## src/hw/exu_macros.svh

```systemverilog
// Widths and constants shared by the execute-stage package and RTL; include wherever needed
`ifndef EXU_MACROS_SVH
`define EXU_MACROS_SVH

// --------------------------------------------------
// Datapath widths
// --------------------------------------------------

// Data and address width
`define EXU_XLEN 32

// Scoreboard transaction ID
`define EXU_TRANS_ID_BITS 3

// CSR address field of the instruction
`define EXU_CSR_ADDR_BITS 12

// Operator encoding and exception cause widths
`define EXU_OP_BITS 5
`define EXU_CAUSE_BITS 4

// --------------------------------------------------
// Exception causes
// --------------------------------------------------
`define EXU_CAUSE_INSTR_MISALIGNED 4'd0

`endif

```

## src/hw/exu_pkg.sv

```systemverilog
// Types shared by the execute-stage modules; import the package where its types are needed
`include "exu_macros.svh"

package exu_pkg;

    // --------------------------------------------------
    // Operators
    // --------------------------------------------------
    typedef enum logic [`EXU_OP_BITS-1:0] {
        // Integer ALU
        ADD,
        SUB,
        XORL,
        ORL,
        ANDL,
        SLL,
        SRL,
        SRA,
        SLTS,
        SLTU,
        // Branch comparisons
        EQ,
        NE,
        LTS,
        GES,
        LTU,
        GEU,
        // Jumps and CSR access
        JALR,
        CSR_RW
    } fu_op_e;

    // Issued operation, shared by all fixed-latency units
    typedef struct packed {
        fu_op_e                         operator;
        logic [`EXU_XLEN-1:0]          operand_a;
        logic [`EXU_XLEN-1:0]          operand_b;
        logic [`EXU_XLEN-1:0]          imm;
        logic [`EXU_TRANS_ID_BITS-1:0] trans_id;
    } fu_data_t;

    // --------------------------------------------------
    // Branch prediction and resolution
    // --------------------------------------------------
    typedef struct packed {
        logic                 taken;
        logic [`EXU_XLEN-1:0] predict_address;
    } branch_predict_t;

    typedef struct packed {
        logic                 valid;
        logic [`EXU_XLEN-1:0] pc;
        logic [`EXU_XLEN-1:0] target_address;
        logic                 is_taken;
        logic                 is_mispredict;
    } bp_resolve_t;

    // Exception reported with the writeback
    typedef struct packed {
        logic                       valid;
        logic [`EXU_CAUSE_BITS-1:0] cause;
        logic [`EXU_XLEN-1:0]       tval;
    } exception_t;

endpackage

```

## src/hw/exu_alu.sv

```systemverilog
// Integer ALU with input silencing; also produces the comparison result for branches
`include "exu_macros.svh"

module exu_alu (
    input  logic                 clk_i,
    input  logic                 rst_ni,
    input  logic                 alu_valid_i,
    input  logic                 branch_valid_i,
    input  exu_pkg::fu_data_t    fu_data_i,
    output logic [`EXU_XLEN-1:0] result_o,
    output logic                 branch_res_o
);
    import exu_pkg::*;

    localparam int unsigned SHAMT_BITS = $clog2(`EXU_XLEN);

    fu_data_t              alu_data;
    logic [SHAMT_BITS-1:0] shamt;
    logic                  signed_lt;
    logic                  unsigned_lt;

    // Operands stay at zero while neither strobe is high
    assign alu_data = (alu_valid_i | branch_valid_i) ? fu_data_i : '0;

    assign shamt       = alu_data.operand_b[SHAMT_BITS-1:0];
    assign signed_lt   = $signed(alu_data.operand_a) < $signed(alu_data.operand_b);
    assign unsigned_lt = alu_data.operand_a < alu_data.operand_b;

    // --------------------------------------------------
    // Operator result
    // --------------------------------------------------
    always_comb begin
        result_o = '0;
        case (alu_data.operator)
            ADD:  result_o = alu_data.operand_a + alu_data.operand_b;
            SUB:  result_o = alu_data.operand_a - alu_data.operand_b;
            XORL: result_o = alu_data.operand_a ^ alu_data.operand_b;
            ORL:  result_o = alu_data.operand_a | alu_data.operand_b;
            ANDL: result_o = alu_data.operand_a & alu_data.operand_b;
            SLL:  result_o = alu_data.operand_a << shamt;
            SRL:  result_o = alu_data.operand_a >> shamt;
            SRA:  result_o = $unsigned($signed(alu_data.operand_a) >>> shamt);
            SLTS: result_o = {{(`EXU_XLEN-1){1'b0}}, signed_lt};
            SLTU: result_o = {{(`EXU_XLEN-1){1'b0}}, unsigned_lt};
            default: result_o = '0;
        endcase
    end

    // --------------------------------------------------
    // Branch comparison
    // --------------------------------------------------
    always_comb begin
        branch_res_o = 1'b0;
        case (alu_data.operator)
            EQ:  branch_res_o = (alu_data.operand_a == alu_data.operand_b);
            NE:  branch_res_o = (alu_data.operand_a != alu_data.operand_b);
            LTS: branch_res_o = signed_lt;
            GES: branch_res_o = ~signed_lt;
            LTU: branch_res_o = unsigned_lt;
            GEU: branch_res_o = ~unsigned_lt;
            default: branch_res_o = 1'b0;
        endcase
    end

    // Issue logic never targets the ALU and the branch unit together
    strobe_exclusive_a: assert property (@(posedge clk_i) disable iff (!rst_ni)
        !(alu_valid_i && branch_valid_i))
        else $error("ALU and branch strobes high in the same cycle");

endmodule

```

## src/hw/exu_branch_unit.sv

```systemverilog
// Branch unit resolving conditional branches and JALR against the front-end prediction
`include "exu_macros.svh"

module exu_branch_unit (
    input  logic                     clk_i,
    input  logic                     rst_ni,
    input  logic                     branch_valid_i,
    input  logic                     fu_valid_i,
    input  exu_pkg::fu_data_t        fu_data_i,
    input  logic [`EXU_XLEN-1:0]     pc_i,
    input  logic                     is_compressed_i,
    input  exu_pkg::branch_predict_t branch_predict_i,
    input  logic                     branch_comp_res_i,
    output logic [`EXU_XLEN-1:0]     branch_result_o,
    output exu_pkg::bp_resolve_t     resolved_branch_o,
    output logic                     resolve_branch_o,
    output exu_pkg::exception_t      branch_exception_o
);
    import exu_pkg::*;

    logic                 is_jalr;
    logic                 actual_taken;
    logic [`EXU_XLEN-1:0] next_pc;
    logic [`EXU_XLEN-1:0] target_base;
    logic [`EXU_XLEN-1:0] jump_target;

    // --------------------------------------------------
    // Target and link address
    // --------------------------------------------------
    assign is_jalr = (fu_data_i.operator == JALR);

    // Fall-through depends on the instruction length
    assign next_pc = pc_i + (is_compressed_i ? `EXU_XLEN'd2 : `EXU_XLEN'd4);

    // JALR jumps relative to rs1 and drops bit 0
    assign target_base = is_jalr ? fu_data_i.operand_a : pc_i;
    assign jump_target = (target_base + fu_data_i.imm) & ~`EXU_XLEN'd1;

    assign actual_taken = is_jalr | branch_comp_res_i;

    // Link result is always the fall-through address
    assign branch_result_o = next_pc;

    // --------------------------------------------------
    // Resolution and misprediction
    // --------------------------------------------------
    always_comb begin
        resolved_branch_o                = '0;
        resolved_branch_o.pc             = pc_i;
        resolved_branch_o.target_address = next_pc;
        resolve_branch_o                 = 1'b0;
        branch_exception_o               = '0;

        if (branch_valid_i) begin
            resolve_branch_o                 = 1'b1;
            resolved_branch_o.valid          = 1'b1;
            resolved_branch_o.is_taken       = actual_taken;
            resolved_branch_o.target_address = actual_taken ? jump_target : next_pc;
            resolved_branch_o.is_mispredict  =
                (actual_taken != branch_predict_i.taken) ||
                (actual_taken && (jump_target != branch_predict_i.predict_address));

            // Taken target must be word aligned
            if (actual_taken && jump_target[1]) begin
                branch_exception_o.valid = 1'b1;
                branch_exception_o.cause = `EXU_CAUSE_INSTR_MISALIGNED;
                branch_exception_o.tval  = jump_target;
            end
        end else if (fu_valid_i && branch_predict_i.taken) begin
            // A non-branch was predicted taken, so fetch must go back to the fall-through
            resolved_branch_o.valid         = 1'b1;
            resolved_branch_o.is_mispredict = 1'b1;
        end
    end

    // Decode only sends comparisons and JALR to this unit
    branch_op_a: assert property (@(posedge clk_i) disable iff (!rst_ni)
        branch_valid_i |-> (fu_data_i.operator inside {EQ, NE, LTS, GES, LTU, GEU, JALR}))
        else $error("Branch strobe with a non-branch operator");

endmodule

```

## src/hw/exu_csr_buffer.sv

```systemverilog
// Single-entry CSR address buffer; holds the address until commit and stalls issue while full
`include "exu_macros.svh"

module exu_csr_buffer (
    input  logic                          clk_i,
    input  logic                          rst_ni,
    input  logic                          flush_i,
    input  logic                          csr_valid_i,
    input  logic                          csr_commit_i,
    input  exu_pkg::fu_data_t             fu_data_i,
    output logic                          csr_ready_o,
    output logic [`EXU_XLEN-1:0]          csr_result_o,
    output logic [`EXU_CSR_ADDR_BITS-1:0] csr_addr_o
);

    logic                          full_q;
    logic [`EXU_CSR_ADDR_BITS-1:0] csr_addr_q;

    // --------------------------------------------------
    // Fill state
    // --------------------------------------------------
    always_ff @(posedge clk_i or negedge rst_ni) begin
        if (!rst_ni) begin
            full_q <= 1'b0;
        end else if (flush_i || csr_commit_i) begin
            full_q <= 1'b0;
        end else if (csr_valid_i) begin
            full_q <= 1'b1;
        end
    end

    // CSR address comes from the immediate field in operand_b
    always_ff @(posedge clk_i) begin
        if (csr_valid_i) begin
            csr_addr_q <= fu_data_i.operand_b[`EXU_CSR_ADDR_BITS-1:0];
        end
    end

    assign csr_addr_o   = csr_addr_q;
    assign csr_ready_o  = ~full_q;
    // Write data goes back to the scoreboard unchanged
    assign csr_result_o = fu_data_i.operand_a;

    // Issue waits for ready, so the single entry is never overwritten
    no_issue_when_full_a: assert property (@(posedge clk_i) disable iff (!rst_ni)
        csr_valid_i |-> !full_q)
        else $error("CSR issued while the buffer is full");

    // Commit only follows an earlier CSR issue
    no_commit_when_empty_a: assert property (@(posedge clk_i) disable iff (!rst_ni)
        csr_commit_i |-> full_q)
        else $error("CSR commit while the buffer is empty");

endmodule

```

## src/hw/exu_result_mux.sv

```systemverilog
// Writeback multiplexer for the fixed-latency units onto the single scoreboard result port
`include "exu_macros.svh"

module exu_result_mux (
    input  logic                          alu_valid_i,
    input  logic                          branch_valid_i,
    input  logic                          csr_valid_i,
    input  logic [`EXU_TRANS_ID_BITS-1:0] trans_id_i,
    input  logic [`EXU_XLEN-1:0]          alu_result_i,
    input  logic [`EXU_XLEN-1:0]          branch_result_i,
    input  logic [`EXU_XLEN-1:0]          csr_result_i,
    input  logic                          csr_ready_i,
    output logic [`EXU_XLEN-1:0]          flu_result_o,
    output logic [`EXU_TRANS_ID_BITS-1:0] flu_trans_id_o,
    output logic                          flu_valid_o,
    output logic                          flu_ready_o
);

    // --------------------------------------------------
    // Result select
    // --------------------------------------------------
    always_comb begin
        // Link address of the branch unit by default
        flu_result_o = branch_result_i;
        if (alu_valid_i) begin
            flu_result_o = alu_result_i;
        end else if (csr_valid_i) begin
            flu_result_o = csr_result_i;
        end
    end

    // All units finish in the issue cycle, so the ID passes straight through
    assign flu_trans_id_o = trans_id_i;
    assign flu_valid_o    = alu_valid_i | branch_valid_i | csr_valid_i;

    // Only the CSR buffer can stall
    assign flu_ready_o = csr_ready_i;

    // One unit at a time on the shared writeback port
    always_comb begin
        strobe_onehot_a: assert final ($onehot0({alu_valid_i, branch_valid_i, csr_valid_i}))
            else $error("More than one unit strobe high");
    end

endmodule

```

## src/hw/exu_stage.sv

```systemverilog
// Top level of the fixed-latency execute stage; connects ALU, branch unit, CSR buffer and mux
`include "exu_macros.svh"

module exu_stage (
    input  logic                          clk_i,
    input  logic                          rst_ni,
    input  logic                          flush_i,
    input  exu_pkg::fu_data_t             fu_data_i,
    input  logic [`EXU_XLEN-1:0]          pc_i,
    input  logic                          is_compressed_i,
    // Unit strobes
    input  logic                          alu_valid_i,
    input  logic                          branch_valid_i,
    input  exu_pkg::branch_predict_t      branch_predict_i,
    input  logic                          csr_valid_i,
    input  logic                          csr_commit_i,
    // Writeback
    output logic [`EXU_XLEN-1:0]          flu_result_o,
    output logic [`EXU_TRANS_ID_BITS-1:0] flu_trans_id_o,
    output logic                          flu_valid_o,
    output logic                          flu_ready_o,
    output exu_pkg::exception_t           flu_exception_o,
    // Branch resolution and CSR address
    output exu_pkg::bp_resolve_t          resolved_branch_o,
    output logic                          resolve_branch_o,
    output logic [`EXU_CSR_ADDR_BITS-1:0] csr_addr_o
);

    logic [`EXU_XLEN-1:0] alu_result;
    logic                 alu_branch_res;
    logic [`EXU_XLEN-1:0] branch_result;
    logic [`EXU_XLEN-1:0] csr_result;
    logic                 csr_ready;

    exu_alu alu_inst (
        .clk_i          (clk_i),
        .rst_ni         (rst_ni),
        .alu_valid_i    (alu_valid_i),
        .branch_valid_i (branch_valid_i),
        .fu_data_i      (fu_data_i),
        .result_o       (alu_result),
        .branch_res_o   (alu_branch_res)
    );

    // Only the ALU can carry a stray taken prediction
    exu_branch_unit branch_unit_inst (
        .clk_i              (clk_i),
        .rst_ni             (rst_ni),
        .branch_valid_i     (branch_valid_i),
        .fu_valid_i         (alu_valid_i),
        .fu_data_i          (fu_data_i),
        .pc_i               (pc_i),
        .is_compressed_i    (is_compressed_i),
        .branch_predict_i   (branch_predict_i),
        .branch_comp_res_i  (alu_branch_res),
        .branch_result_o    (branch_result),
        .resolved_branch_o  (resolved_branch_o),
        .resolve_branch_o   (resolve_branch_o),
        .branch_exception_o (flu_exception_o)
    );

    exu_csr_buffer csr_buffer_inst (
        .clk_i        (clk_i),
        .rst_ni       (rst_ni),
        .flush_i      (flush_i),
        .csr_valid_i  (csr_valid_i),
        .csr_commit_i (csr_commit_i),
        .fu_data_i    (fu_data_i),
        .csr_ready_o  (csr_ready),
        .csr_result_o (csr_result),
        .csr_addr_o   (csr_addr_o)
    );

    exu_result_mux result_mux_inst (
        .alu_valid_i     (alu_valid_i),
        .branch_valid_i  (branch_valid_i),
        .csr_valid_i     (csr_valid_i),
        .trans_id_i      (fu_data_i.trans_id),
        .alu_result_i    (alu_result),
        .branch_result_i (branch_result),
        .csr_result_i    (csr_result),
        .csr_ready_i     (csr_ready),
        .flu_result_o    (flu_result_o),
        .flu_trans_id_o  (flu_trans_id_o),
        .flu_valid_o     (flu_valid_o),
        .flu_ready_o     (flu_ready_o)
    );

endmodule

```

## config.mk

```make
export PLATFORM = sky130hd
export DESIGN_NAME = exu_stage
export DESIGN_NICKNAME = d
export VERILOG_FILES = /design/src/hw/exu_pkg.sv /design/src/hw/exu_alu.sv /design/src/hw/exu_branch_unit.sv /design/src/hw/exu_csr_buffer.sv /design/src/hw/exu_result_mux.sv /design/src/hw/exu_stage.sv
export VERILOG_INCLUDE_DIRS = /design/src /design/src/hw
export SDC_FILE = /design/constraint.sdc
export NUM_CORES = 1
export LEC_CHECK = 0
export BUFFER_PORTS_ARGS = -buffer_cell sky130_fd_sc_hd__buf_4
export CORE_MARGIN = 2
export CORE_UTILIZATION = 30
export CTS_CLUSTER_DIAMETER = 60
export CTS_CLUSTER_SIZE = 40
export DETAILED_ROUTE_END_ITERATION = 16
export GPL_TIMING_DRIVEN = 0
export PLACE_DENSITY_LB_ADDON = 0.05
export SYNTH_ARGS = -nofsm -noshare
export SYNTH_HDL_FRONTEND = slang
export SYNTH_HIERARCHICAL = 1
export SYNTH_SLANG_ARGS = --single-unit
```

## constraint.sdc

```tcl
create_clock -name clk_i -period 7.6 [get_ports clk_i]
set_input_delay 0.76 -clock clk_i [delete_from_list [all_inputs] [get_ports clk_i]]
set_output_delay 0.76 -clock clk_i [all_outputs]
set_load 0.05 [all_outputs]
```

==> out/qor.yml, run 1 <==
viasPerCell: 6.08
ys_async_sr_fraction_pct: 7.69
syn_area_um2: 15900
nNetsFinal: 3096
cp_slowest_cell: "o31ai_4"
drt_wl_total_mm: 103
fmax_mhz: 131
die_y_um: 234
fin_cells: 3470
vias: 21100
utilization_pct: 39.3
cp_slowest_stage_delay_ns: 0.32
port_buffers: 322
fin_tns_setup_ns: -0.0148
timing.max_cap.violations: 0
cts_tree: "yes"
grt-ovfl-total: 0
drv_slew: 0
post-place-ws_ns: -4.56
cellPowerDensity_nw_per_um2: 108
post-route-period-util_pct: 100
clock_sinks: 13
reg2reg_setup_slack_ns: 6.96
fin_crit_ns: 7.61
clockPowerShare_pct: 4.9
leakage_nw: 8.95
power_mw: 2.22
reg2reg_from: "csr_buffer_inst/full_q"
holdWs_ns: 0.269
cts_made_buffers: 3
seq_area_frac_synth_pct: 2.43
synth_top_flop_cell: "edfxtp_1"
yosys_warnings: 6
grt_pass1_vias: 20300
drt-initial-drc-count: 2392
placedInstanceArea_um2: 19200
seqPwrFrac_pct: 3.9
status: "finished, violations left"
diodes: 0
ioPinCount: 331
htree_levels: 1
synth_edf_count: 12
p_comb_share_pct: 91.3
power.switching_mw: 1.36
finalClockSkew_ns: 0
synth_cell_types: 104
std_cell_rows: 84
ctsHoldBuffers: 0
slew_headroom_pct: 14.0
hold_class: "in2async"
p_sw_share_pct: 61.4
violations: "negative setup slack"
die_x_um: 234
required_ns: 6.84
gp_congestion: 0.989
clock_latency_ns: 0.25
core_area_um2: 52400
ant_nets: 0
ff2ff_path_depth: 2
grt_max_degree: 20
place_hpwl_mm: 85.0
cp_common_cell: "buf_4"
firstDrtPassIters: 6
worstSetupStartpointType: "input pin"
dp_cells: 3424
grt_pass1_wl_mm: 145
syn_area_per_cell_um2: 6.58
drc: 0
design.die.area_um2: 54700
setup_viol: 1
internal-power_mw: 0.856
area_growth_pct: 29.8
clk_path_buf_depth: 2
rr_endpoint: "csr_buffer_inst/full_q"
post_drt_wl_per_cell_um: 29.6
fin_area_um2: 20600
antenna_found_initial: 0
ir_worst_vdd_uv: 58.6
crit_fanout: 11
drive_above_1_share_pct: 26.1
critical_path_class: "in2out"
hold_violations: 0
end_kind: "output pin"
initial_core_util_pct: 30.2
syn-instance-count: 2409
synth_seq_cells: 13
clk_pin_slew_ns: 0.05
setup_slack_ns: -0.0148
grt_usage_pct: 36.2
arrival_ns: 6.85
tightest_slew_ns: 1.28
root_buffer: "clkbuf_16"
## worst max-delay path by stage
stage / from / endpoint / slack (ns) / depth (start not counted)
6_report: alu_valid_i / flu_result_o[26] / -0.01 / 41
5_1_grt: alu_valid_i / resolved_branch_o[0] / -0.008 / 29
3_3_place_gp: branch_valid_i / resolved_branch_o[0] / -4.69 / 29
2_1_floorplan: branch_valid_i / resolved_branch_o[0] / 0.03 / 26
4_1_cts: alu_valid_i / flu_result_o[26] / -0.07 / 40
3_5_place_dp: branch_valid_i / resolved_branch_o[0] / -4.56 / 29
## final cells by class
| class | instances | area, um2 |
|---|---|---|
| Fill cell | 5693 | 31900 |
| Sequential cell | 13 | 385 |
| Tap cell | 688 | 861 |
| Inverter | 118 | 448 |
| Multi-Input combinational cell | 2036 | 14200 |
| Buffer | 230 | 1640 |
| Clock buffer | 4 | 78.8 |
| Timing Repair Buffer | 381 | 2930 |
## placed cells by master, fill, tap and decap left out, drive strengths merged, types with 11 or more instances in the layout
master | synthesis | final
buf | 130 | 510
nand2b | 19 | 19
a221oi | 14 | 14
nor4 | 18 | 18
and2 | 42 | 42
nor3 | 65 | 65
o21bai | 16 | 16
o21a | 18 | 18
xnor2 | 53 | 53
clkbuf | 115 | 104
xor2 | 41 | 41
o21ai | 195 | 195
mux2 | 47 | 47
and3 | 23 | 23
a21o | 32 | 32
mux2i | 82 | 82
nor2b | 14 | 14
inv | 117 | 116
or4 | 11 | 11
a211oi | 36 | 36
nand3 | 66 | 66
nand2 | 277 | 277
o31ai | 14 | 14
ha | 132 | 132
nor2 | 255 | 255
o211ai | 39 | 39
a21oi | 208 | 208
or2 | 13 | 13
nand4 | 27 | 27
mux4 | 27 | 27
o22ai | 18 | 18
o221ai | 39 | 39
edfxtp | 12 | 12
or3 | 18 | 18
a31oi | 29 | 29
## cells by family (layout without fill, tap and decap cells)
group / Yosys count / count (layout) / share of synthesized area (%)
and+or+nand+nor: 879 / 879 / 26.0
buffers and inverters: 364 / 733 / 11.4
xor gates and xnor gates: 97 / 97 / 5.68
muxes: 156 / 156 / 12.3
DFF: 13 / 13 / 2.43
other: 1 / 5 / 0.0236
adders and majority gates: 136 / 136 / 10.9
AOI/OAI and AO/OA: 763 / 763 / 31.2
## critical path, delay by kind of cell
family | cells | cell delay [ns]
and+or+nand+nor | 4 | 0.66
AOI/OAI and AO/OA | 5 | 1.04
adders and majority gates | 1 | 0.16
buffers and inverters | 31 | 4.22
## state kept, by name, indices dropped and copies added (netlist names)
name                        flops
csr_buffer_inst/csr_addr_o     12
csr_buffer_inst/full_q          1
## layer usage
metal / wire, um / vias to the layer above / track usage (%)
met5: 0 / - / 0
met4: 5790 / 0 / 16.5
met3: 6120 / 218 / 2.76
met2: 49300 / 1114 / 62.8
met1: 41600 / 10300 / 45.5
li1: - / 9463 / -
## cell usage after synthesis, types with 7 or more instances
cell / count / area, um2
mux2_2: 47 / 529
buf_4: 80 / 601
buf_2: 27 / 135
nor4_1: 18 / 113
o21ai_1: 35 / 175
a221oi_1: 14 / 123
mux4_2: 27 / 608
o22ai_1: 18 / 113
o211ai_1: 38 / 285
nor2_1: 251 / 942
xor2_1: 40 / 350
a22oi_1: 9 / 67.6
o21ai_0: 160 / 801
buf_1: 16 / 60.1
nor3_1: 63 / 315
or4_1: 8 / 60.1
or2_2: 13 / 81.3
inv_1: 116 / 435
a211oi_1: 35 / 263
a2111oi_0: 9 / 78.8
clkbuf_1: 113 / 424
ha_1: 132 / 1650
o31ai_1: 14 / 105
nor3b_1: 7 / 52.6
a21oi_1: 208 / 1040
nand3_1: 66 / 330
and3_1: 23 / 144
a31oi_1: 29 / 181
nand2_1: 277 / 1040
o221ai_1: 38 / 333
o21bai_1: 16 / 120
o2111ai_1: 10 / 87.6
mux2i_1: 82 / 821
a221o_1: 7 / 70.1
nand4_1: 27 / 169
a21o_1: 30 / 225
nor2b_1: 14 / 87.6
nand2b_1: 19 / 119
or3_1: 17 / 106
o211a_1: 8 / 80.1
o21a_1: 18 / 135
xnor2_1: 53 / 464
and2_1: 41 / 257
edfxtp_1: 12 / 360
## power groups by stage
stage | combinational (mW) | sequential [mW] | clock (mW)
after global placement | 1.84 | 0.0871 | 0
final | 2.03 | 0.0858 | 0.108
after CTS | 1.96 | 0.0860 | 0.109
after global routing | 2.12 | 0.0863 | 0.114
after floorplan | 1.13 | 0.106 | 0
after detailed placement | 1.83 | 0.0873 | 0
## repair_timing
item / 4_1_cts / 5_1_grt
endpoints found under the setup margin: 92 / 5
pin swaps: 31 / 14
cloned: 1 / 0
setup buffers: 52 / 5
gates resized for setup: 195 / 27
(Power assumes the default switching activity.)
==> inputs of run 2 (changes only) <==
--- a/config.mk
+++ b/config.mk
@@ -7,13 +7,16 @@
 export NUM_CORES = 1
 export LEC_CHECK = 0
 export BUFFER_PORTS_ARGS = -buffer_cell sky130_fd_sc_hd__buf_4
+export CELL_PAD_IN_SITES_DETAIL_PLACEMENT = 1
+export CELL_PAD_IN_SITES_GLOBAL_PLACEMENT = 2
 export CORE_MARGIN = 2
-export CORE_UTILIZATION = 30
+export CORE_UTILIZATION = 28
 export CTS_CLUSTER_DIAMETER = 60
 export CTS_CLUSTER_SIZE = 40
 export DETAILED_ROUTE_END_ITERATION = 16
 export GPL_TIMING_DRIVEN = 0
 export PLACE_DENSITY_LB_ADDON = 0.05
+export SKIP_CTS_REPAIR_TIMING = 1
 export SYNTH_ARGS = -nofsm -noshare
 export SYNTH_HDL_FRONTEND = slang
 export SYNTH_HIERARCHICAL = 1
==> run 2 against run 1 <==
  * The run still ends with negative setup slack left
  * Die area is 7.0% higher
  * Non-clock buffer count grew 4
  * Hold slack got worse by 0.0047 ns
  * Clock skew is the same
  * Utilization shrank 2.6 points
  * Largest cell class unchanged
==> out/qor.yml, run 2 (synthesis results as in run 1) <==
status: "finished, violations left"
violations: "negative setup slack"
place_hpwl_mm: 89.1
viasPerCell: 5.95
gp_congestion: 0.989
grt_max_degree: 15
fin_crit_ns: 7.65
firstDrtPassIters: 7
layout_common_cells: "457 x buf_4, 273 x nand2_1, 249 x nor2_1"
timing.max_cap.violations: 0
grt_util_met2_pct: 59.4
cellPowerDensity_nw_per_um2: 109
grt-ovfl-total: 0
layout_commonest_cell: "buf_4"
grt_use_met1_pct: 43.5
post-place-ws_ns: -4.51
drt_wl_total_mm: 107
holdWs_ns: 0.265
fillers: 7225
ioPinCount: 331
leakage_nw: 8.91
die_x_um: 242
drc: 0
slew_headroom_pct: 6.03
area_growth_pct: 29.8
clock_latency_ns: 0.26
drive_above_1_share_pct: 26.2
antenna_found_initial: 2
fmax_mhz: 131
grt_pass1_wl_mm: 151
initial_core_util_pct: 28.2
post-route-period-util_pct: 101
port_buffers: 322
fin_cells: 3543
ant_nets: 0
arrival_ns: 6.89
ir_worst_vdd_uv: 75.5
std_cell_rows: 87
htree_levels: 1
core_area_um2: 56200
setup_viol: 1
clk_pin_slew_ns: 0.05
largest_reg_flops: 12
die_y_um: 242
vias: 21100
grt_pass1_vias: 21300
nNetsFinal: 3101
rsz0062_at_grt: "true"
post_drt_wl_per_cell_um: 30.1
busiest_layer: "met2"
hold_class: "in2async"
fin_area_um2: 20600
ff2ff_path_depth: 2
clock_sinks: 13
finalClockSkew_ns: 0
dp_cells: 3492
end_kind: "output pin"
clk_path_buf_depth: 2
required_ns: 6.84
critical_path_class: "in2out"
hold_violations: 0
drv_slew: 0
design.die.area_um2: 58600
utilization_pct: 36.6
root_buffer: "clkbuf_16"
placedInstanceArea_um2: 19200
cts_tree: "yes"
crit_fanout: 10
drt-initial-drc-count: 1631
tightest_slew_ns: 1.40
worstSetupStartpointType: "input pin"
grt_usage_pct: 34.3
cts_made_buffers: 3
setup_slack_ns: -0.0459
use_met3_pct: 3.05
diodes: 0
==> run 2: cell types whose count changed in the layout (fill, tap and decap cells not counted), sizes merged <==
| cell | change |
|---|---|
| clkinvlp | +2 |
| clkbuf | -18 |
| inv | -1 |
| buf | +22 |
==> run 2: metal layers <==
layer	wire length [um]	share of wire, %
met1	44500	42
met2	50900	48
met3	5370	5.0
met4	5810	5.4
met5	13	0.012
==> run 2: final cells by class <==
class,count,area [um2],area share (%)
timing repair buffer,383,2950,14.3
clock buffer,4,78.8,0.383
multi-input combinational,2036,14200,69.0
buffer,232,1550,7.51
timing repair inverter,1,5.00,0.0243
tap,756,946,4.60
inverter,118,458,2.22
sequential,13,385,1.87
==> run 2: critical path, cell delays in order <==
cell and delay [ns]:
buf_12 0.12, or2_4 0.29, buf_12 0.15, buf_6 0.16, buf_6 0.16, buf_6 0.16
and2_2 0.27, ha_4 0.31, and3_4 0.21, and3_4 0.24, and3_4 0.27, nand4_1 0.41
xnor2_1 0.30, a21oi_1 0.11, or2_4 0.27, a31oi_4 0.22, o21ai_4 0.11, clkinv_4 0.09
and4_4 0.22, o2111ai_2 0.11, or4b_4 0.52, or4_4 0.56, nor4_4 0.28, and4bb_1 0.24
a31oi_2 0.11, buf_6 0.19
==> run 2: final timing paths <==
check / from / to / slack [ns]
min reg2reg: csr_buffer_inst/full_q / csr_buffer_inst/full_q / 0.53
min: rst_ni / csr_buffer_inst/full_q / 0.26
max in group asynchronous: rst_ni / csr_buffer_inst/full_q / 7.26
max: alu_valid_i / resolved_branch_o[0] / -0.05
max reg2reg: csr_buffer_inst/full_q / csr_buffer_inst/full_q / 6.96
min in group clk_i: csr_buffer_inst/full_q / csr_buffer_inst/full_q / 0.53
==> run 2: metrics by stage <==
| step | TNS, ns | power (mW) |
|---|---|---|
| final | -0.0459 | 2.24 |
| after global routing | -0.120 | 2.34 |
| after CTS | -268.72 | 2.07 |
| after detailed placement | -265.59 | 1.95 |
| after global placement | -256.15 | 1.95 |
| after floorplan | 0 | 1.24 |
==> run 2: where the power goes <==
part	leakage (nW)	internal (mW)	switching (mW)	total (mW)
logic	8.74	0.696	1.34	2.04
registers	0.131	0.0843	0.00143	0.0857
clock network	0.0382	0.0715	0.0384	0.110
total	8.91	0.852	1.38	2.24
